--- config.mk ---
export PLATFORM = sky130hd
export DESIGN_NAME = ctrl_top
export DESIGN_NICKNAME = d
export VERILOG_FILES = /design/src/hdl/ctrl_pkg.sv /design/src/hdl/inst_decoder.sv /design/src/hdl/hazard_unit.sv /design/src/hdl/dx_ctrl_stage.sv /design/src/hdl/fetch_ctrl.sv /design/src/hdl/wb_ctrl_stage.sv /design/src/hdl/ctrl_top.sv
export SDC_FILE = /design/constraint.sdc
export NUM_CORES = 1
export LEC_CHECK = 0
export ABC_AREA = 0
export BUFFER_PORTS_ARGS = -buffer_cell sky130_fd_sc_hd__buf_2
export CORE_MARGIN = 5
export CORE_UTILIZATION = 48
export CTS_BUF_LIST = sky130_fd_sc_hd__clkbuf_16
export DETAILED_ROUTE_END_ITERATION = 10
export PLACE_DENSITY_LB_ADDON = 0.3
export SLEW_MARGIN = 30
export SYNTH_ARGS = -nofsm -noshare
export SYNTH_HDL_FRONTEND = slang
export SYNTH_SLANG_ARGS = --single-unit
--- constraint.sdc ---
create_clock -name clk -period 2.35 [get_ports clk]
set_input_delay 0.235 -clock clk [delete_from_list [all_inputs] [get_ports clk]]
set_output_delay 0.235 -clock clk [all_outputs]
set_load 0.01 [all_outputs]
--- src/hdl/ctrl_pkg.sv ---
package ctrl_pkg;

   typedef logic [31:0] inst_t;
   typedef logic [4:0]  reg_addr_t;

   typedef enum logic [6:0] {
      op_load     = 7'b0000011,
      op_misc_mem = 7'b0001111,
      op_op_imm   = 7'b0010011,
      op_auipc    = 7'b0010111,
      op_store    = 7'b0100011,
      op_op       = 7'b0110011,
      op_lui      = 7'b0110111,
      op_branch   = 7'b1100011,
      op_jalr     = 7'b1100111,
      op_jal      = 7'b1101111,
      op_system   = 7'b1110011
   } opcode_e;

   localparam logic [2:0]
      f3_beq     = 3'b000,
      f3_bne     = 3'b001,
      f3_blt     = 3'b100,
      f3_bge     = 3'b101,
      f3_bltu    = 3'b110,
      f3_bgeu    = 3'b111,
      f3_add_sub = 3'b000,
      f3_sll     = 3'b001,
      f3_slt     = 3'b010,
      f3_sltu    = 3'b011,
      f3_xor     = 3'b100,
      f3_srl_sra = 3'b101,
      f3_or      = 3'b110,
      f3_and     = 3'b111,
      f3_byte    = 3'b000,
      f3_half    = 3'b001,
      f3_word    = 3'b010,
      f3_byte_u  = 3'b100,
      f3_half_u  = 3'b101,
      f3_fence   = 3'b000,
      f3_priv    = 3'b000;

   localparam logic [6:0] f7_base = 7'b0000000;
   localparam logic [6:0] f7_alt  = 7'b0100000;   // sub / sra

   localparam logic [11:0] f12_ecall  = 12'h000;
   localparam logic [11:0] f12_ebreak = 12'h001;

   typedef enum logic [3:0] {
      alu_add  = 4'd0,
      alu_sll  = 4'd1,
      alu_xor  = 4'd4,
      alu_srl  = 4'd5,
      alu_or   = 4'd6,
      alu_and  = 4'd7,
      alu_seq  = 4'd8,
      alu_sne  = 4'd9,
      alu_sub  = 4'd10,
      alu_sra  = 4'd11,
      alu_slt  = 4'd12,
      alu_sge  = 4'd13,
      alu_sltu = 4'd14,
      alu_sgeu = 4'd15
   } alu_op_e;

   typedef enum logic [1:0] {imm_i, imm_s, imm_u, imm_j} imm_type_e;
   typedef enum logic [1:0] {src_a_rs1, src_a_pc, src_a_zero} src_a_sel_e;
   typedef enum logic [1:0] {src_b_imm, src_b_rs2, src_b_four} src_b_sel_e;
   typedef enum logic {wb_src_alu, wb_src_mem} wb_src_sel_e;

   typedef enum logic [2:0] {
      pc_plus_four,
      pc_branch_target,
      pc_jal_target,
      pc_jalr_target,
      pc_replay,
      pc_handler
   } pc_src_sel_e;

   typedef enum logic [3:0] {
      ecode_illegal_inst     = 4'd2,
      ecode_breakpoint       = 4'd3,
      ecode_load_misaligned  = 4'd4,
      ecode_store_misaligned = 4'd6,
      ecode_ecall            = 4'd11   // machine mode only
   } ecode_e;

   typedef struct packed {
      imm_type_e  imm_type;
      src_a_sel_e src_a_sel;
      src_b_sel_e src_b_sel;
      alu_op_e    alu_op;
   } dpath_ctrl_t;

   typedef struct packed {
      logic       en;
      logic       wen;
      logic [2:0] size;
      logic [2:0] mem_type;
   } dmem_req_t;

   typedef struct packed {
      logic        wr_reg;
      reg_addr_t   reg_to_wr;
      wb_src_sel_e wb_src_sel;
   } wb_info_t;

   // raw decode, nothing qualified by kill yet
   typedef struct packed {
      dpath_ctrl_t dpath;
      logic        uses_rs1;
      logic        uses_rs2;
      logic        branch;      // taken, cmp_true folded in
      logic        jal;
      logic        jalr;
      logic        mem_en;
      logic        mem_wen;
      logic [2:0]  funct3;
      logic        wr_reg;
      reg_addr_t   reg_to_wr;
      wb_src_sel_e wb_src_sel;
      logic        ecall;
      logic        ebreak;
      logic        illegal;
   } decode_t;

   typedef struct packed {
      logic stall_if;
      logic kill_if;
      logic stall_dx;
      logic kill_dx;
      logic stall_wb;
      logic kill_wb;
   } pipe_ctrl_t;

endpackage

--- src/hdl/inst_decoder.sv ---
`timescale 1ns/10ps

module inst_decoder (
   input  ctrl_pkg::inst_t   inst_dx,
   input  logic              cmp_true,
   output ctrl_pkg::decode_t dec
);
   import ctrl_pkg::*;

   opcode_e     opcode;
   logic [2:0]  funct3;
   logic [6:0]  funct7;
   logic [11:0] funct12;
   reg_addr_t   rs1_addr;
   reg_addr_t   rd_addr;
   alu_op_e     alu_op_arith;
   logic        funct7_ok;

   assign opcode   = opcode_e'(inst_dx[6:0]);
   assign funct3   = inst_dx[14:12];
   assign funct7   = inst_dx[31:25];
   assign funct12  = inst_dx[31:20];
   assign rs1_addr = inst_dx[19:15];
   assign rd_addr  = inst_dx[11:7];

   // alt encoding only exists for add/sub and the right shifts
   assign funct7_ok = (funct7 == f7_base) ||
                      ((funct7 == f7_alt) && ((funct3 == f3_add_sub) || (funct3 == f3_srl_sra)));

   always_comb begin
      case (funct3)
         f3_add_sub: alu_op_arith = ((opcode == op_op) && (funct7 == f7_alt)) ? alu_sub : alu_add;
         f3_sll:     alu_op_arith = alu_sll;
         f3_slt:     alu_op_arith = alu_slt;
         f3_sltu:    alu_op_arith = alu_sltu;
         f3_xor:     alu_op_arith = alu_xor;
         f3_srl_sra: alu_op_arith = (funct7 == f7_alt) ? alu_sra : alu_srl;
         f3_or:      alu_op_arith = alu_or;
         f3_and:     alu_op_arith = alu_and;
      endcase
   end

   always_comb begin
      dec = '0;
      dec.dpath.imm_type  = imm_i;
      dec.dpath.src_a_sel = src_a_rs1;
      dec.dpath.src_b_sel = src_b_imm;
      dec.dpath.alu_op    = alu_add;
      dec.uses_rs1        = 1'b1;
      dec.funct3          = funct3;
      dec.reg_to_wr       = rd_addr;
      dec.wb_src_sel      = wb_src_alu;
      case (opcode)
         op_load: begin
            dec.mem_en     = 1'b1;
            dec.wr_reg     = 1'b1;
            dec.wb_src_sel = wb_src_mem;
            if (!(funct3 inside {f3_byte, f3_half, f3_word, f3_byte_u, f3_half_u}))
               dec.illegal = 1'b1;
         end
         op_store: begin
            dec.uses_rs2       = 1'b1;
            dec.dpath.imm_type = imm_s;
            dec.mem_en         = 1'b1;
            dec.mem_wen        = 1'b1;
            if (!(funct3 inside {f3_byte, f3_half, f3_word}))
               dec.illegal = 1'b1;
         end
         op_branch: begin
            dec.uses_rs2        = 1'b1;
            dec.branch          = cmp_true;
            dec.dpath.src_b_sel = src_b_rs2;
            case (funct3)
               f3_beq:  dec.dpath.alu_op = alu_seq;
               f3_bne:  dec.dpath.alu_op = alu_sne;
               f3_blt:  dec.dpath.alu_op = alu_slt;
               f3_bltu: dec.dpath.alu_op = alu_sltu;
               f3_bge:  dec.dpath.alu_op = alu_sge;
               f3_bgeu: dec.dpath.alu_op = alu_sgeu;
               default: dec.illegal = 1'b1;
            endcase
         end
         op_jal: begin
            dec.jal             = 1'b1;
            dec.uses_rs1        = 1'b0;
            dec.dpath.imm_type  = imm_j;
            dec.dpath.src_a_sel = src_a_pc;
            dec.dpath.src_b_sel = src_b_four;   // link value pc + 4
            dec.wr_reg          = 1'b1;
         end
         op_jalr: begin
            dec.jalr            = 1'b1;
            dec.dpath.src_a_sel = src_a_pc;
            dec.dpath.src_b_sel = src_b_four;
            dec.wr_reg          = 1'b1;
            dec.illegal         = (funct3 != 3'b000);
         end
         op_misc_mem: begin
            dec.uses_rs1 = 1'b0;
            // plain fence is a no-op, fence.i is not supported
            if ((funct3 != f3_fence) || (inst_dx[31:28] != 4'h0) ||
                (rs1_addr != '0) || (rd_addr != '0))
               dec.illegal = 1'b1;
         end
         op_op_imm: begin
            dec.dpath.alu_op = alu_op_arith;
            dec.wr_reg       = 1'b1;
            if (((funct3 == f3_sll) || (funct3 == f3_srl_sra)) && !funct7_ok)
               dec.illegal = 1'b1;
         end
         op_op: begin
            dec.uses_rs2        = 1'b1;
            dec.dpath.src_b_sel = src_b_rs2;
            dec.dpath.alu_op    = alu_op_arith;
            dec.wr_reg          = 1'b1;
            dec.illegal         = !funct7_ok;
         end
         op_system: begin
            dec.uses_rs1 = 1'b0;
            if ((funct3 == f3_priv) && (rs1_addr == '0) && (rd_addr == '0)) begin
               case (funct12)
                  f12_ecall:  dec.ecall = 1'b1;
                  f12_ebreak: dec.ebreak = 1'b1;
                  default:    dec.illegal = 1'b1;
               endcase
            end else begin
               dec.illegal = 1'b1;   // csr forms dropped
            end
         end
         op_auipc: begin
            dec.uses_rs1        = 1'b0;
            dec.dpath.src_a_sel = src_a_pc;
            dec.dpath.imm_type  = imm_u;
            dec.wr_reg          = 1'b1;
         end
         op_lui: begin
            dec.uses_rs1        = 1'b0;
            dec.dpath.src_a_sel = src_a_zero;
            dec.dpath.imm_type  = imm_u;
            dec.wr_reg          = 1'b1;
         end
         default: dec.illegal = 1'b1;
      endcase
   end

endmodule

--- src/hdl/hazard_unit.sv ---
`timescale 1ns/10ps

module hazard_unit (
   input  ctrl_pkg::inst_t    inst_dx,
   input  ctrl_pkg::decode_t  dec,
   input  ctrl_pkg::wb_info_t wb,
   input  logic               load_in_wb,
   output logic               bypass_rs1,
   output logic               bypass_rs2,
   output logic               load_use
);
   import ctrl_pkg::*;

   reg_addr_t rs1_addr;
   reg_addr_t rs2_addr;
   logic      raw_rs1;
   logic      raw_rs2;

   assign rs1_addr = inst_dx[19:15];
   assign rs2_addr = inst_dx[24:20];

   // wb.wr_reg is already killed-qualified
   assign raw_rs1 = wb.wr_reg && (rs1_addr == wb.reg_to_wr) && (rs1_addr != '0) && dec.uses_rs1;
   assign raw_rs2 = wb.wr_reg && (rs2_addr == wb.reg_to_wr) && (rs2_addr != '0) && dec.uses_rs2;

   assign bypass_rs1 = raw_rs1 && !load_in_wb;
   assign bypass_rs2 = raw_rs2 && !load_in_wb;
   assign load_use   = load_in_wb && (raw_rs1 || raw_rs2);   // load data not ready until WB ends

endmodule

--- src/hdl/dx_ctrl_stage.sv ---
`timescale 1ns/10ps

module dx_ctrl_stage (
   input  logic               clk,
   input  logic               reset,
   input  ctrl_pkg::decode_t  dec,
   input  logic               kill_if,
   input  logic               load_use,
   input  logic               stall_wb,
   input  logic               ex_wb,
   output ctrl_pkg::dpath_ctrl_t dpath,
   output ctrl_pkg::dmem_req_t dmem,
   output ctrl_pkg::wb_info_t wb_dx,
   output ctrl_pkg::ecode_e   ex_code_dx,
   output logic               ex_dx,
   output logic               killed_dx,
   output logic               redirect,
   output logic               branch_taken,
   output logic               jal,
   output logic               jalr,
   output logic               stall_dx,
   output logic               kill_dx
);
   import ctrl_pkg::*;

   logic prev_killed_dx;   // bubble came in from IF

   always_ff @(posedge clk) begin
      if (reset)
         prev_killed_dx <= 1'b0;
      else if (!stall_dx)
         prev_killed_dx <= kill_if;
   end

   assign ex_dx = dec.illegal || dec.ecall || dec.ebreak;

   always_comb begin
      if (dec.illegal)
         ex_code_dx = ecode_illegal_inst;
      else if (dec.ecall)
         ex_code_dx = ecode_ecall;
      else
         ex_code_dx = ecode_breakpoint;
   end

   // no hazard stall once an exception is going to flush anyway
   assign stall_dx  = stall_wb || (load_use && !(ex_dx || ex_wb));
   assign kill_dx   = stall_dx || ex_dx || ex_wb;
   assign killed_dx = prev_killed_dx || kill_dx;

   assign branch_taken = dec.branch && !kill_dx;
   assign jal          = dec.jal && !kill_dx;
   assign jalr         = dec.jalr && !kill_dx;
   assign redirect     = branch_taken || jal || jalr;

   assign dpath = dec.dpath;
   assign dmem  = '{en:       dec.mem_en && !kill_dx,
                    wen:      dec.mem_wen && !kill_dx,
                    size:     {1'b0, dec.funct3[1:0]},
                    mem_type: dec.funct3};
   assign wb_dx = '{wr_reg:     dec.wr_reg && !kill_dx,
                    reg_to_wr:  dec.reg_to_wr,
                    wb_src_sel: dec.wb_src_sel};

endmodule

--- src/hdl/fetch_ctrl.sv ---
`timescale 1ns/10ps

module fetch_ctrl (
   input  logic                  clk,
   input  logic                  reset,
   input  logic                  imem_wait,
   input  logic                  redirect,
   input  logic                  branch_taken,
   input  logic                  jal,
   input  logic                  jalr,
   input  logic                  ex_dx,
   input  logic                  ex_wb,
   input  logic                  stall_dx,
   output logic                  stall_if,
   output logic                  kill_if,
   output ctrl_pkg::pc_src_sel_e pc_src_sel
);
   import ctrl_pkg::*;

   logic replay_if;

   // redirect lost to an imem wait, fetch it again
   always_ff @(posedge clk) begin
      if (reset)
         replay_if <= 1'b1;
      else
         replay_if <= redirect && imem_wait;
   end

   assign stall_if = stall_dx || (imem_wait && !redirect && !ex_wb);
   assign kill_if  = stall_if || ex_dx || ex_wb || redirect || replay_if;

   always_comb begin
      if (ex_wb)
         pc_src_sel = pc_handler;
      else if (replay_if || (stall_if && !imem_wait))   // held by DX, refetch same pc
         pc_src_sel = pc_replay;
      else if (branch_taken)
         pc_src_sel = pc_branch_target;
      else if (jal)
         pc_src_sel = pc_jal_target;
      else if (jalr)
         pc_src_sel = pc_jalr_target;
      else
         pc_src_sel = pc_plus_four;
   end

endmodule

--- src/hdl/wb_ctrl_stage.sv ---
`timescale 1ns/10ps

module wb_ctrl_stage (
   input  logic               clk,
   input  logic               reset,
   input  logic               dmem_wait,
   input  logic               dmem_badmem_e,
   input  ctrl_pkg::wb_info_t wb_dx,
   input  ctrl_pkg::dmem_req_t dmem,
   input  logic               ex_dx,
   input  ctrl_pkg::ecode_e   ex_code_dx,
   input  logic               killed_dx,
   output ctrl_pkg::wb_info_t wb,
   output logic               load_in_wb,
   output logic               stall_wb,
   output logic               kill_wb,
   output logic               ex_wb,
   output ctrl_pkg::ecode_e   exception_code_wb,
   output logic               retire_wb
);
   import ctrl_pkg::*;

   wb_info_t wb_q;
   ecode_e   prev_ex_code_wb;
   logic     prev_killed_wb;
   logic     had_ex_wb;
   logic     dmem_en_wb;
   logic     store_in_wb;

   always_ff @(posedge clk) begin
      if (reset) begin
         prev_killed_wb <= 1'b1;   // nothing retires out of reset
         had_ex_wb      <= 1'b0;
         wb_q.wr_reg    <= 1'b0;
         dmem_en_wb     <= 1'b0;
         store_in_wb    <= 1'b0;
      end else if (!stall_wb) begin
         prev_killed_wb  <= killed_dx;
         had_ex_wb       <= ex_dx;
         wb_q            <= wb_dx;
         prev_ex_code_wb <= ex_code_dx;
         dmem_en_wb      <= dmem.en;
         store_in_wb     <= dmem.wen;
      end
   end

   assign ex_wb    = had_ex_wb || dmem_badmem_e;
   assign stall_wb = dmem_wait && dmem_en_wb && !ex_wb;
   assign kill_wb  = stall_wb || ex_wb;

   // an older exception keeps its own code
   always_comb begin
      if (had_ex_wb)
         exception_code_wb = prev_ex_code_wb;
      else if (store_in_wb)
         exception_code_wb = ecode_store_misaligned;
      else
         exception_code_wb = ecode_load_misaligned;
   end

   assign wb = '{wr_reg:     wb_q.wr_reg && !kill_wb,
                 reg_to_wr:  wb_q.reg_to_wr,
                 wb_src_sel: wb_q.wb_src_sel};

   assign load_in_wb = dmem_en_wb && !store_in_wb;
   assign retire_wb  = !(kill_wb || prev_killed_wb);

endmodule

--- src/hdl/ctrl_top.sv ---
`timescale 1ns/10ps

module ctrl_top (
   input  logic                  clk,
   input  logic                  reset,
   input  ctrl_pkg::inst_t       inst_dx,
   input  logic                  imem_wait,
   input  logic                  dmem_wait,
   input  logic                  dmem_badmem_e,
   input  logic                  cmp_true,
   output ctrl_pkg::dpath_ctrl_t dpath,
   output ctrl_pkg::dmem_req_t   dmem,
   output ctrl_pkg::pc_src_sel_e pc_src_sel,
   output logic                  bypass_rs1,
   output logic                  bypass_rs2,
   output ctrl_pkg::wb_info_t    wb,
   output ctrl_pkg::pipe_ctrl_t  pipe,
   output logic                  exception_wb,
   output ctrl_pkg::ecode_e      exception_code_wb,
   output logic                  retire_wb
);
   import ctrl_pkg::*;

   decode_t  dec;
   wb_info_t wb_dx;
   ecode_e   ex_code_dx;
   logic     load_use;
   logic     load_in_wb;
   logic     ex_dx;
   logic     killed_dx;
   logic     redirect;
   logic     branch_taken;
   logic     jal;
   logic     jalr;
   logic     stall_if;
   logic     kill_if;
   logic     stall_dx;
   logic     kill_dx;
   logic     stall_wb;
   logic     kill_wb;

   assign pipe = '{stall_if: stall_if, kill_if: kill_if,
                   stall_dx: stall_dx, kill_dx: kill_dx,
                   stall_wb: stall_wb, kill_wb: kill_wb};

   inst_decoder u_inst_decoder (
      .inst_dx  (inst_dx),
      .cmp_true (cmp_true),
      .dec      (dec)
   );

   hazard_unit u_hazard_unit (
      .inst_dx    (inst_dx),
      .dec        (dec),
      .wb         (wb),
      .load_in_wb (load_in_wb),
      .bypass_rs1 (bypass_rs1),
      .bypass_rs2 (bypass_rs2),
      .load_use   (load_use)
   );

   dx_ctrl_stage u_dx_ctrl_stage (
      .clk          (clk),
      .reset        (reset),
      .dec          (dec),
      .kill_if      (kill_if),
      .load_use     (load_use),
      .stall_wb     (stall_wb),
      .ex_wb        (exception_wb),
      .dpath        (dpath),
      .dmem         (dmem),
      .wb_dx        (wb_dx),
      .ex_code_dx   (ex_code_dx),
      .ex_dx        (ex_dx),
      .killed_dx    (killed_dx),
      .redirect     (redirect),
      .branch_taken (branch_taken),
      .jal          (jal),
      .jalr         (jalr),
      .stall_dx     (stall_dx),
      .kill_dx      (kill_dx)
   );

   fetch_ctrl u_fetch_ctrl (
      .clk          (clk),
      .reset        (reset),
      .imem_wait    (imem_wait),
      .redirect     (redirect),
      .branch_taken (branch_taken),
      .jal          (jal),
      .jalr         (jalr),
      .ex_dx        (ex_dx),
      .ex_wb        (exception_wb),
      .stall_dx     (stall_dx),
      .stall_if     (stall_if),
      .kill_if      (kill_if),
      .pc_src_sel   (pc_src_sel)
   );

   wb_ctrl_stage u_wb_ctrl_stage (
      .clk               (clk),
      .reset             (reset),
      .dmem_wait         (dmem_wait),
      .dmem_badmem_e     (dmem_badmem_e),
      .wb_dx             (wb_dx),
      .dmem              (dmem),
      .ex_dx             (ex_dx),
      .ex_code_dx        (ex_code_dx),
      .killed_dx         (killed_dx),
      .wb                (wb),
      .load_in_wb        (load_in_wb),
      .stall_wb          (stall_wb),
      .kill_wb           (kill_wb),
      .ex_wb             (exception_wb),
      .exception_code_wb (exception_code_wb),
      .retire_wb         (retire_wb)
   );

endmodule

## After elaboration in Yosys (flattened, before gate mapping)

Cells that the tools add are included.
W data, S select, Z words.

| storage, ports and cells | value |
|---|---|
| bits in registers | 17 |
| bits of input ports | 38 |
| output and inout port bits | 42 |
| word-level logic and storage cells | 160 |

| cells by class | value |
|---|---|
| eq/ne operators | 22 |
| mux-type cells | 37 |
| bitwise logic cells | 2 |
| reductions and logical operators | 89 |

Operator list:

| kind | count |
|---|---|
| $pmux W4 S8 | 1 |
| $logic_and A1 B1 Y1 | 29 |
| $eq A7 B6 Y1 const B | 4 |
| $eq A7 B7 Y1 const B | 4 |
| $logic_or A1 B1 Y1 | 25 |
| $pmux W4 S6 | 1 |
| $reduce_bool A5 Y1 | 4 |
| $mux W1 | 18 |
| $mux W4 | 4 |
| $eq A7 B5 Y1 const B | 2 |
| $eq A12 B1 Y1 const B | 1 |
| $eq A3 B3 Y1 const B | 4 |
| $logic_not A12 Y1 | 1 |
| $mux W3 | 4 |
| $reduce_or A2 Y1 | 6 |
| $eq A5 B5 Y1 | 2 |
| $logic_not A1 Y1 | 10 |
| $logic_not A5 Y1 | 2 |
| $pmux W1 S9 | 1 |
| $reduce_or A3 Y1 | 3 |
| $mux W2 | 4 |
| $pmux W2 S2 | 2 |
| $pmux W4 S2 | 1 |
| $eq A7 B2 Y1 const B | 1 |
| other kinds (13) | 16 |

## Depth between registers and ports, before layout

Gate-level depths: netlist of run 1.

| logic depth | value |
|---|---|
| depth after elaboration | 28 |
| gate-level depth with buffers | 8 |
| mapped depth without buffers | 7 |

## By module

A second synthesis of run 1 with hierarchy kept.

| unflattened totals | value |
|---|---|
| cells, all modules | 243 |
| area total of the unflattened synthesis | 1930.6 µm² |

Modules (own cells, without submodules):

| module | times used | cells an instance | area each (µm²) |
|---|---|---|---|
| wb_ctrl_stage | 1 | 46 | 628.1 |
| inst_decoder | 1 | 105 | 625.6 |
| dx_ctrl_stage | 1 | 48 | 362.8 |
| hazard_unit | 1 | 25 | 168.9 |
| fetch_ctrl | 1 | 13 | 100.1 |
| ctrl_top | 1 | 6 | 45.0 |

## Worst setup path after synthesis of run 1

No wires, ideal clock.

| timing path | value |
|---|---|
| path kind | register to output |
| from | reg u_wb_ctrl_stage.wb_q (netlist bit u_wb_ctrl_stage.wb[4]) |
| to | out pc_src_sel[2] |
| arrival | 1802 ps |
| data required time | 2115 ps |
| slack | 313 ps |
| cell stages (with the launch flop) | 7 |
| buffers on the path | 0 |
| cells stage by stage | edfxtp_1 xor2_1 nor4_1 and4_1 a22oi_4 o31a_1 o21ai_0 |

| between the ends | value |
|---|---|
| longest elaborated chain between the ends | 22 |
| elaborated cells on any way between the ends | 29 |
| classes of those cells | 2 x eq/ne; 3 x mux; 24 x reduce/logical |

Ends and longest elaborated chain:

| what | line | source |
|---|---|---|
| start: declaration | wb_ctrl_stage.sv:23 | `wb_info_t wb_q;` |
| start signal: assignment | wb_ctrl_stage.sv:40 | `wb_q <= wb_dx;` |
| $eq A5 B5 Y1, on equally long branches | hazard_unit.sv:23, hazard_unit.sv:24 |  |
| $logic_and A1 B1 Y1, on equally long branches (3 in a row) | hazard_unit.sv:23, hazard_unit.sv:24 |  |
| $logic_or A1 B1 Y1 (*) | hazard_unit.sv:28 | `assign load_use = load_in_wb && (raw_rs1 \|\| raw_rs2);` |
| $logic_and A1 B1 Y1 (*) | hazard_unit.sv:28 |  |
| $logic_and A1 B1 Y1 (*) | dx_ctrl_stage.sv:47 | `assign stall_dx = stall_wb \|\| (load_use && !(ex_dx \|\| ex_wb));` |
| $logic_or A1 B1 Y1 (*) | dx_ctrl_stage.sv:47 |  |
| $logic_or A1 B1 Y1 (2 in a row) | dx_ctrl_stage.sv:48 | `assign kill_dx = stall_dx \|\| ex_dx \|\| ex_wb;` |
| $logic_not A1 Y1 | dx_ctrl_stage.sv:51, dx_ctrl_stage.sv:52, dx_ctrl_stage.sv:53 |  |
| $logic_and A1 B1 Y1, on equally long branches | dx_ctrl_stage.sv:51, dx_ctrl_stage.sv:52 |  |
| $logic_or A1 B1 Y1 (2 in a row) | dx_ctrl_stage.sv:54 | `assign redirect = branch_taken \|\| jal \|\| jalr;` |
| $logic_not A1 Y1 | fetch_ctrl.sv:30 | `assign stall_if = stall_dx \|\| (imem_wait && !redirect && !ex_wb);` |
| $logic_and A1 B1 Y1 (2 in a row) | fetch_ctrl.sv:30 |  |
| $logic_or A1 B1 Y1 | fetch_ctrl.sv:30 |  |
| $logic_and A1 B1 Y1 | fetch_ctrl.sv:36 | `else if (replay_if \|\| (stall_if && !imem_wait))` |
| $logic_or A1 B1 Y1 | fetch_ctrl.sv:36 |  |
| $mux W3 (*) | fetch_ctrl.sv:36 |  |
| $mux W3 (*) | fetch_ctrl.sv:34 | `if (ex_wb)` |
| end: declaration | ctrl_top.sv:13 | `output ctrl_pkg::pc_src_sel_e pc_src_sel,` |

Every way passes the cells marked *; elsewhere a longest branch is shown, timed or not.

==> results.txt, run 1 <==
status = finished clean
Cells on Worst Hold Path = 1
hpwl dp = 3.89 mm
post-synthesis register bit count = 15
Synth cell types = 60
CP Capture Type = output pin
Power per Cell Area = 390 mW/mm^2
clock buffer count from CTS = 3
Int Pwr = 614 uW
cell count after synthesis = 226
largest net degree at the start of global routing = 15
via count = 1,866
NetSw = 244 uW
Worst VDD drop = 0.202 mV
Mapped Nets = 264
final core utilization = 61.0%
Endpoint, Worst Hold = u_wb_ctrl_stage.wb[1]
DR DRC count = 0
1st-pass router iterations = 4
worst setup path class = reg2out
Hold Crit Start = inst_dx[7]
register area = 380 sq um
final setup violating endpoints = 0
Top Ports = 80
Leak = 0.00101 uW
diode count = 0
RSZ-0062 raised after global routing = yes
ANT nets after route = 0
Post-synth EDFFs = 8
die height = 70.6 um
Crit Path Max Fanout = 4
crit-path leading delay family = simple AND/OR/NAND/NOR gates
initial antenna violation count = 0
Top FF cell, synth = edfxtp_1
fin area = 0.00220 sq mm
share of Yosys cell area claimed by the top area cell type = 13.6%
synthesized area = 0.00176 sq mm
clock group share of total power = 38.4%
Seq/Total Area, Yosys = 21.6%
Post-CTS Hold Buffers = 0
Critical Path Max Stage Delay = 460 ps
area of the multi-input gates = 0.00112 sq mm
highest-delay cell along the critical path = edfxtp_1
final hold violations = 0
Slew Limit Fails = 0
Reg power frac = 35.4%
critical path launch point type = flop
Total GRT Usage = 19.0%
reg2reg end = u_dx_ctrl_stage.prev_killed_dx
Max Freq = 431 MHz
RePlAce Congestion = 0.818
TritonCTS clock tree = built
drt initial violations = 150
Clock Path Buffers = 2
Worst Skew = 2.89 ps
CTS H-tree lvls = 1
Crit path required time = 2120 ps
clk_lat worst skew = 250 ps
ys async rst share = 0%
most common cell in the netlist = buf_4
cells on worst reg2reg path = 8
routed vias/inst = 5.54
Placement Cell Area = 0.00207 sq mm
Port-buffer cells = 78
worst min-delay path class = in2reg
worst path buffer plus inverter count = 1
final WL = 4.90 mm
Starting Density = 48.8%
Max Cap Viol = 0
R2R Path Start = u_wb_ctrl_stage.wb[2]
vias in the first global route = 1,765
first-pass GRT wire length = 7.94 mm
cells along the critical path = xor2_2, nor4_2, and4_1, a22oi_4, o31a_1, a21oi_1, buf_2
Synth area leaders = edfxtp_1, buf_4, dfxtp_1
Worst-path clk slew = 50 ps
filler cell count = 349
worst hold slack = 180 ps
cell taking the most area after synthesis = edfxtp_1
nets = 328
total grt overflow = 0
crit share post-route = 98.8%
Root Driver = clkbuf_16
min Tclk post-route = 2320 ps
WL/cell = 14.5 um
Die Wd = 70.6 um
Comb pwr share = 26.2%
Yosys Warn Count = 0
synth cell count leaders = buf_4, nor2_1, nand2_1
core area = 0.00361 sq mm
Worst EP arrival = 2090 ps
area grow syn2layout = 24.9%
share of layout cells above drive strength 1 = 41.5%
reg2reg setup slack = 110 ps
Num Clock Sinks = 15
syn avg cell area = 7.79 sq um
die area = 0.00498 sq mm
Switching Fraction = 28.4%
FP Rows = 22
==> cells by family (layout without fill, tap and decap cells) <==
group           count (synthesis)  after routing  share of synthesized area (%)
other cells                     1              1                          0.213
flops                          15             15                           21.6
buf+inv                        45            108                           16.1
compound gates                 45             45                           20.1
xor+xnor                       12             12                           5.97
simple gates                  107            107                           35.4
mux                             1              1                          0.640
==> registers in the layout, summed over array words and instances, names as in the netlist <==
| signal | count |
|---|---|
| u_wb_ctrl_stage.prev_killed_wb | 1 |
| u_wb_ctrl_stage.wb | 6 |
| u_wb_ctrl_stage.had_ex_wb | 1 |
| u_wb_ctrl_stage.prev_ex_code_wb | 2 |
| u_wb_ctrl_stage.dmem_en_wb | 1 |
| u_dx_ctrl_stage.prev_killed_dx | 1 |
| u_wb_ctrl_stage.store_in_wb | 1 |
| u_fetch_ctrl.replay_if | 1 |
| u_wb_ctrl_stage.wb_q | 1 |
==> worst max-delay path by stage <==
stage                                     start       endpoint  slack [ps]  cells after the start
after CTS                 u_wb_ctrl_stage.wb[4]  pc_src_sel[2]           3                      7
after detailed placement              dmem_wait  pc_src_sel[2]         130                      8
after floorplan           u_wb_ctrl_stage.wb[4]  pc_src_sel[2]         310                      6
after global routing      u_wb_ctrl_stage.wb[2]        pipe[5]        -160                      7
final                     u_wb_ctrl_stage.wb[2]        pipe[5]          30                      7
after global placement                dmem_wait  pc_src_sel[2]         180                      8
==> layout make-up <==
class                           count  share of cell area, %
Multi-Input combinational cell    166                   50.9
Timing Repair Buffer               97                   24.2
Sequential cell                    15                   17.3
Clock buffer                        3                   3.41
Tap cell                           48                   2.73
Inverter                            7                   1.20
Clock inverter                      1                  0.171
==> routing by layer <==
metal / track usage, % / vias up / part of all wire (%)
met2: 31.5 / 69 / 49
met4: 7.52 / 0 / 2.0
li1: - / 925 / -
met3: 1.70 / 9 / 6.1
met1: 25.5 / 863 / 43
met5: 0 / - / 0
==> what timing repair did <==
item                       4_1_cts  5_1_grt
setup endpoints to repair        3        3
hold endpoints to repair         0        0
resized for setup                1        3
pin swaps                        2        2
buffers inserted                 1        3
==> power groups by stage <==
stage               clock [uW]  sequential (uW)  combinational (uW)
floorplan                    0              305                 144
global placement             0              307                 216
detailed placement           0              308                 218
CTS                        329              303                 221
global route               343              305                 246
finish                     330              303                 225
==> cells in the final DEF, fill, tap and decap left out, drive strengths merged, types with 2 or more instances in the layout <==
cell type / Yosys / final
xor2: 6 / 6
o21bai: 2 / 2
nand2b: 6 / 6
and3b: 2 / 2
xnor2: 6 / 6
clkbuf: 4 / 3
nor2: 26 / 26
buf: 34 / 97
and2: 5 / 5
dfxtp: 7 / 7
or4: 4 / 4
a21oi: 8 / 8
nand4: 4 / 4
nand2: 13 / 13
nor4: 9 / 9
o21ai: 8 / 8
a31oi: 4 / 4
edfxtp: 8 / 8
a22oi: 3 / 3
nor3: 12 / 12
nand3: 8 / 8
o311a: 2 / 2
and3: 5 / 5
inv: 7 / 8
or2: 4 / 4
o31a: 2 / 2
o2bb2ai: 2 / 2
==> through the flow <==
| step | std cells | setup slack, ps | setup TNS [ps] | total power [uW] |
|---|---|---|---|---|
| after floorplan | 226 | 313 | 0 | 449 |
| final | 337 | 29.0 | 0 | 858 |
| after global placement | 329 | 184 | 0 | 524 |
| after CTS | 334 | 3.23 | 0 | 854 |
| after global routing | 337 | -163 | -490 | 894 |
| after detailed placement | 329 | 129 | 0 | 526 |
(Power assumes the default switching activity.)
==> run 2, diff against run 1 <==
PLACE_DENSITY = 0.9   (was unset)
PLACE_DENSITY_LB_ADDON = unset   (was 0.3)
==> run 2 against run 1 <==
  * First-iteration DRC count up 35%
  * Fmax grew 1.8%
  * Critical endpoint unchanged
  * Sequential share of layout area grew 0.33 points
  * Wire length up 4.3%
  * Sequential power hardly changed
  * Global-route usage up 1.1 points
  * Core utilization decreased by 1.1 points
  * Non-clock buffer count down 5
  * Worst setup slack better by 40 ps
  * Die area unchanged
  * Cell area shrank 1.9%
==> results.txt, run 2 (synthesized netlist as in run 1, its figures left out) <==
Num Clock Sinks = 15 (unchanged)
min Tclk post-route = 2280 ps (-40.1 ps)
WL/cell = 15.4 um (+5.8%)
area grow syn2layout = 22.5%
Crit path required time = 2120 ps (about the same)
Worst VDD drop = 0.191 mV (-5.5%)
Critical Path Max Stage Delay = 450 ps (about the same)
Total GRT Usage = 20.0% (+1.1 points)
filler cell count = 321 (-8.0%)
final WL = 5.11 mm (+4.3%)
total grt overflow = 0 (unchanged)
non-filler cells, final = 332 (-1.5%)
Switching Fraction = 29.3% (+0.82 points)
ANT nets after route = 0 (unchanged)
cells on worst reg2reg path = 6 (-2)
vias in the first global route = 1,861 (+5.4%)
cells along the critical path = xor2_1, nor4_1, and4_1, a22oi_4, o31a_1, a21oi_1, buf_2
Crit Path Max Fanout = 4 (unchanged)
Worst EP arrival = 2050 ps (-40 ps)
core area = 0.00361 sq mm (unchanged)
final hold violations = 0 (unchanged)
largest net degree at the start of global routing = 18 (+3)
Die Wd = 70.6 um (unchanged)
Worst-path clk slew = 50 ps (about the same)
most frequent cells in the layout = buf_2, nor2_1, buf_4
final setup margin = 69.1 ps (+40.1 ps)
Top Ports = 80 (unchanged)
Cells on Worst Hold Path = 1 (unchanged)
Starting Density = 48.8% (unchanged)
diode count = 0 (unchanged)
FP Rows = 22 (unchanged)
worst setup path class = reg2out
1st-pass router iterations = 4 (unchanged)
drt initial violations = 203 (+35%)
worst hold slack = 178 ps (-1.46 ps)
nets = 323 (-1.5%)
share of layout cells above drive strength 1 = 40.5% (-1.0 points)
final setup violating endpoints = 0 (unchanged)
highest-delay cell along the critical path = edfxtp_1
max reg flops = 6 (unchanged)
CTS H-tree lvls = 1 (unchanged)
Power per Cell Area = 402 mW/mm^2 (+2.9%)
NetSw = 253 uW (+3.9%)
crit share post-route = 97.1% (-1.7 points)
Clock Path Buffers = 2 (unchanged)
routed vias/inst = 5.71 (+3.1%)
Comb pwr share = 25.5% (-0.7 points)
die area = 0.00498 sq mm (unchanged)
register area = 380 sq um (unchanged)
RePlAce Congestion = 0.903 (+10%)
initial antenna violation count = 0 (unchanged)
via count = 1,896 (+1.6%)
DR DRC count = 0 (unchanged)
Max Freq = 438 MHz (+1.8%)
Post-CTS Hold Buffers = 0 (unchanged)
Leak = 0.000985 uW (-2.4%)
CP Capture Type = output pin
most common library cell in the layout ignoring fill and taps = buf_2
Reg power frac = 34.9% (-0.5 points)
clk_lat worst skew = 250 ps (about the same)
area of the multi-input gates = 0.00111 sq mm (-0.67%)
TritonCTS clock tree = built
die height = 70.6 um (unchanged)
clock buffer count from CTS = 3 (unchanged)
Int Pwr = 613 uW (-0.19%)
first-pass GRT wire length = 8.38 mm (+5.6%)
Worst Skew = 4.76 ps (+1.86 ps)
Port-buffer cells = 78 (unchanged)
clock group share of total power = 39.5% (+1.1 points)
Slew Limit Fails = 0 (unchanged)
RSZ-0062 raised after global routing = yes
status = finished clean
worst min-delay path class = in2reg
Place WS = 154 ps (+25.0 ps)
hpwl dp = 3.98 mm (+2.5%)
dpl cells = 325 (-1.2%)
critical path launch point type = flop
Max Cap Viol = 0 (unchanged)
Root Driver = clkbuf_16
run 2: cell count changes in the layout (fill, tap and decap cells not counted), sizes merged:
cell,change
buf,-6
clkbuf,+1
clkinv,+1
inv,-1
run 2: power by group through the flow:
| stage | Combinational [uW] | Clock, uW | Sequential (uW) |
|---|---|---|---|
| 6_report | 221 | 342 | 303 |
| 2_1_floorplan | 144 | 0 | 305 |
| 3_5_place_dp | 213 | 0 | 308 |
| 3_3_place_gp | 209 | 0 | 307 |
| 4_1_cts | 218 | 337 | 303 |
| 5_1_grt | 243 | 352 | 305 |
run 2: critical path, delay by kind of cell (launching register included):
| family | cells | cell delay, ps |
|---|---|---|
| buf+inv | 1 | 140 |
| compound gates | 3 | 520 |
| simple gates | 2 | 510 |
| xor+xnor | 1 | 190 |
| flops | 1 | 450 |
run 2: layout make-up:
cell class / count / share of cell area, %
multi-input combinational: 166 / 51.6
timing repair buffer: 92 / 23.1
sequential: 15 / 17.6
clock buffer: 3 / 3.48
tap: 48 / 2.78
inverter: 7 / 1.22
clock inverter: 1 / 0.232
run 2: path summary, 6_finish.rpt:
check                                            startpoint                              to  slack, ps
worst max-delay path                  u_wb_ctrl_stage.wb[1]                         pipe[5]         70
worst min-delay path                            inst_dx[11]           u_wb_ctrl_stage.wb[5]        180
worst max register to register        u_wb_ctrl_stage.wb[1]  u_dx_ctrl_stage.prev_killed_dx        420
worst min register to register  u_wb_ctrl_stage.store_in_wb     u_wb_ctrl_stage.store_in_wb        480
run 2: per-stage QoR:
stage	util, %	power, uW	area [sq um]	TNS (ps)
final	59.8	866	2160	0
after global routing	59.8	899	2160	-162
after CTS	59.4	858	2140	0
after detailed placement	56.5	520	2040	0
after global placement	56.5	516	2040	0
after floorplan	-	449	1760	0
run 2: metal layers:
layer | up-vias | wire, um | part of all wire [%] | GRT usage [%]
met3 | 15 | 312 | 6.1 | 3.55
met5 | - | 0 | 0 | 0
met4 | 0 | 153 | 3.0 | 9.19
met1 | 897 | 2070 | 40 | 24.1
li1 | 910 | - | - | -
met2 | 74 | 2580 | 50 | 34.7
run 2: what timing repair did:
| item | CTS | global route |
|---|---|---|
| resized for setup | 1 | 3 |
| setup buffers | 2 | 1 |
| endpoints found under the setup margin | 3 | 5 |
| pin swaps | 4 | 3 |
==> run 3, diff against run 2 <==
CELL_PAD_IN_SITES_DETAIL_PLACEMENT = 1   (was unset)
CELL_PAD_IN_SITES_GLOBAL_PLACEMENT = 1   (was unset)
CORE_UTILIZATION = 33   (was 48)
PLACE_DENSITY = 0.89   (was 0.9)
==> run 3 against run 2 <==
  * The run now ends with negative setup slack left
  * Critical path depth unchanged
  * Die area up 39%
  * Fmax down 3.6%
  * Clock-buffer cell count unchanged
  * Worst setup slack worse by 84 ps
  * Cell area up 4.1%
==> results.txt, run 3 (synthesized netlist as in run 1, its figures left out) <==
Post-CTS Hold Buffers = 0 (unchanged)
share of layout cells above drive strength 1 = 42.6% (+2.1 points)
max_slew headroom = 67.0%
1st-pass router iterations = 4 (unchanged)
dpl cells = 355 (+9.2%)
Num Clock Sinks = 15 (unchanged)
vias in the first global route = 2,088 (+12%)
final setup violating endpoints = 2 (+2)
area grow syn2layout = 27.6%
Max Freq = 423 MHz (-3.6%)
Endpoint, Worst Hold = u_wb_ctrl_stage.wb[4]
Slew Limit Fails = 0 (unchanged)
Power per Cell Area = 395 mW/mm^2 (-1.8%)
clock buffer count from CTS = 3 (unchanged)
max reg flops = 6 (unchanged)
RSZ-0062 raised after global routing = yes
via count = 1,967 (+3.7%)
Crit Path Max Fanout = 4 (unchanged)
Port-buffer cells = 78 (unchanged)
Leak = 0.00102 uW (+3.6%)
die area = 0.00690 sq mm (+39%)
filler cell count = 692 (+120%)
routed vias/inst = 5.45 (-4.6%)
Worst EP arrival = 2130 ps (+80 ps)
Worst-path clk slew = 50 ps (about the same)
TritonCTS clock tree = built
diode count = 0 (unchanged)
crit-path leading delay family = compound AO/OA/AOI/OAI gates
highest-delay cell along the critical path = edfxtp_1
drt initial violations = 126 (-38%)
cells on worst reg2reg path = 6 (unchanged)
crit share post-route = 101% (+3.6 points)
Starting Density = 34.3% (-15 points)
FP Rows = 26 (+18%)
Cells on Worst Hold Path = 1 (unchanged)
Worst Skew = 4.20 ps (-0.561 ps)
Worst VDD drop = 0.175 mV (-8.2%)
min Tclk post-route = 2360 ps (+84.1 ps)
worst setup path class = reg2out
Crit path required time = 2120 ps (about the same)
hpwl dp = 4.92 mm (+23%)
reg2reg end = u_dx_ctrl_stage.prev_killed_dx
non-filler cells, final = 361 (+8.7%)
Total GRT Usage = 17.7% (-2.4 points)
most common library cell in the layout ignoring fill and taps = buf_2
worst path buffer plus inverter count = 1 (unchanged)
Hold Crit Start = inst_dx[10]
failing checks = negative setup slack
core area = 0.00514 sq mm (+43%)
first-pass GRT wire length = 10.2 mm (+22%)
RePlAce Congestion = 0.892 (-1.2%)
initial antenna violation count = 0 (unchanged)
Worst-Margin Slew = 491 ps
cells along the critical path = xnor2_1, nand3_1, nor4_4, a22oi_4, o31a_1, a21oi_2, buf_2
final core utilization = 43.7% (-16 points)
Clock Path Buffers = 2 (unchanged)
clk_lat worst skew = 250 ps (about the same)
most frequent cells in the layout = buf_2, nor2_1, buf_4
CTS H-tree lvls = 1 (unchanged)
Critical Path Max Stage Delay = 450 ps (about the same)
critical path launch point type = flop
Crit path depth = 7 (unchanged)
Max Cap Viol = 0 (unchanged)
R2R Path Start = u_wb_ctrl_stage.wb[2]
Top Ports = 80 (unchanged)
Root Driver = clkbuf_16
CP Capture Type = output pin
total grt overflow = 0 (unchanged)
worst hold slack = 180 ps (+1.46 ps)
final WL = 6.28 mm (+23%)
Die Wd = 83.0 um (+18%)
final hold violations = 0 (unchanged)
worst min-delay path class = in2reg
final setup margin = -15.0 ps (-84.1 ps)
status = finished with violations
DR DRC count = 0 (unchanged)
largest net degree at the start of global routing = 15 (-3)
ANT nets after route = 0 (unchanged)
WL/cell = 17.4 um (+13%)
nets = 330 (+2.2%)
reg2reg setup slack = 350 ps (-70 ps)
die height = 83.0 um (+18%)
run 3: area by class of cell:
cell class | instances | area (sq um) | area share (%)
Sequential cell | 15 | 380 | 16.9
Clock inverter | 1 | 5.00 | 0.223
Timing Repair Buffer | 99 | 548 | 24.4
Multi-Input combinational cell | 166 | 1120 | 50.0
Tap cell | 70 | 87.6 | 3.90
Inverter | 7 | 26.3 | 1.17
Clock buffer | 3 | 75.1 | 3.34
run 3: worst reg2reg max path, stage by stage, from the launching register on:
cell      delay, ps
edfxtp_1        450
xnor2_1         200
nand3_1         170
nor4_4          360
a22oi_4         100
o31a_1          310
o311a_1         300
run 3: through the flow:
| stage | setup WS (ps) | setup TNS, ps | instance area, sq um | total power [uW] |
|---|---|---|---|---|
| 5_1_grt | -125 | -362 | 2250 | 920 |
| 3_5_place_dp | 125 | 0 | 2120 | 537 |
| 3_3_place_gp | 163 | 0 | 2120 | 530 |
| 6_report | -15.0 | -26.3 | 2250 | 886 |
| 4_1_cts | 16.6 | 0 | 2220 | 880 |
| 2_1_floorplan | 313 | 0 | 1760 | 449 |
run 3: how the worst max path moves through the flow:
stage / startpoint / to / slack (ps)
2_1_floorplan: u_wb_ctrl_stage.wb[4] / pc_src_sel[2] / 310
3_3_place_gp: inst_dx[16] / pc_src_sel[2] / 160
5_1_grt: u_wb_ctrl_stage.wb[1] / pc_src_sel[2] / -120
3_5_place_dp: inst_dx[16] / pc_src_sel[2] / 130
6_report: u_wb_ctrl_stage.wb[2] / pipe[5] / -10
4_1_cts: u_wb_ctrl_stage.wb[2] / pipe[5] / 20
run 3: repair_timing:
item / in CTS / in global routing
pin swaps: 5 / 1
endpoints found under the hold margin: 0 / 0
buffers inserted: 1 / 1
gates resized for setup: 3 / 2
endpoints found under the setup margin: 3 / 4
run 3: metal layers:
layer  share of wire, %  GRT usage, %  up-vias
met3                5.3          2.77       12
met2                 51          31.8       66
met5                  0             0        -
li1                   -             -      929
met4                2.4          7.58        0
met1                 42          20.6      960
run 3: power breakdown:
part / internal [uW] / total, uW / leakage (uW) / switching [uW]
clock: 228 / 339 / 0.0000409 / 111
combinational: 104 / 244 / 0.000844 / 141
sequential: 291 / 303 / 0.000135 / 12.2
total: 622 / 886 / 0.00102 / 264
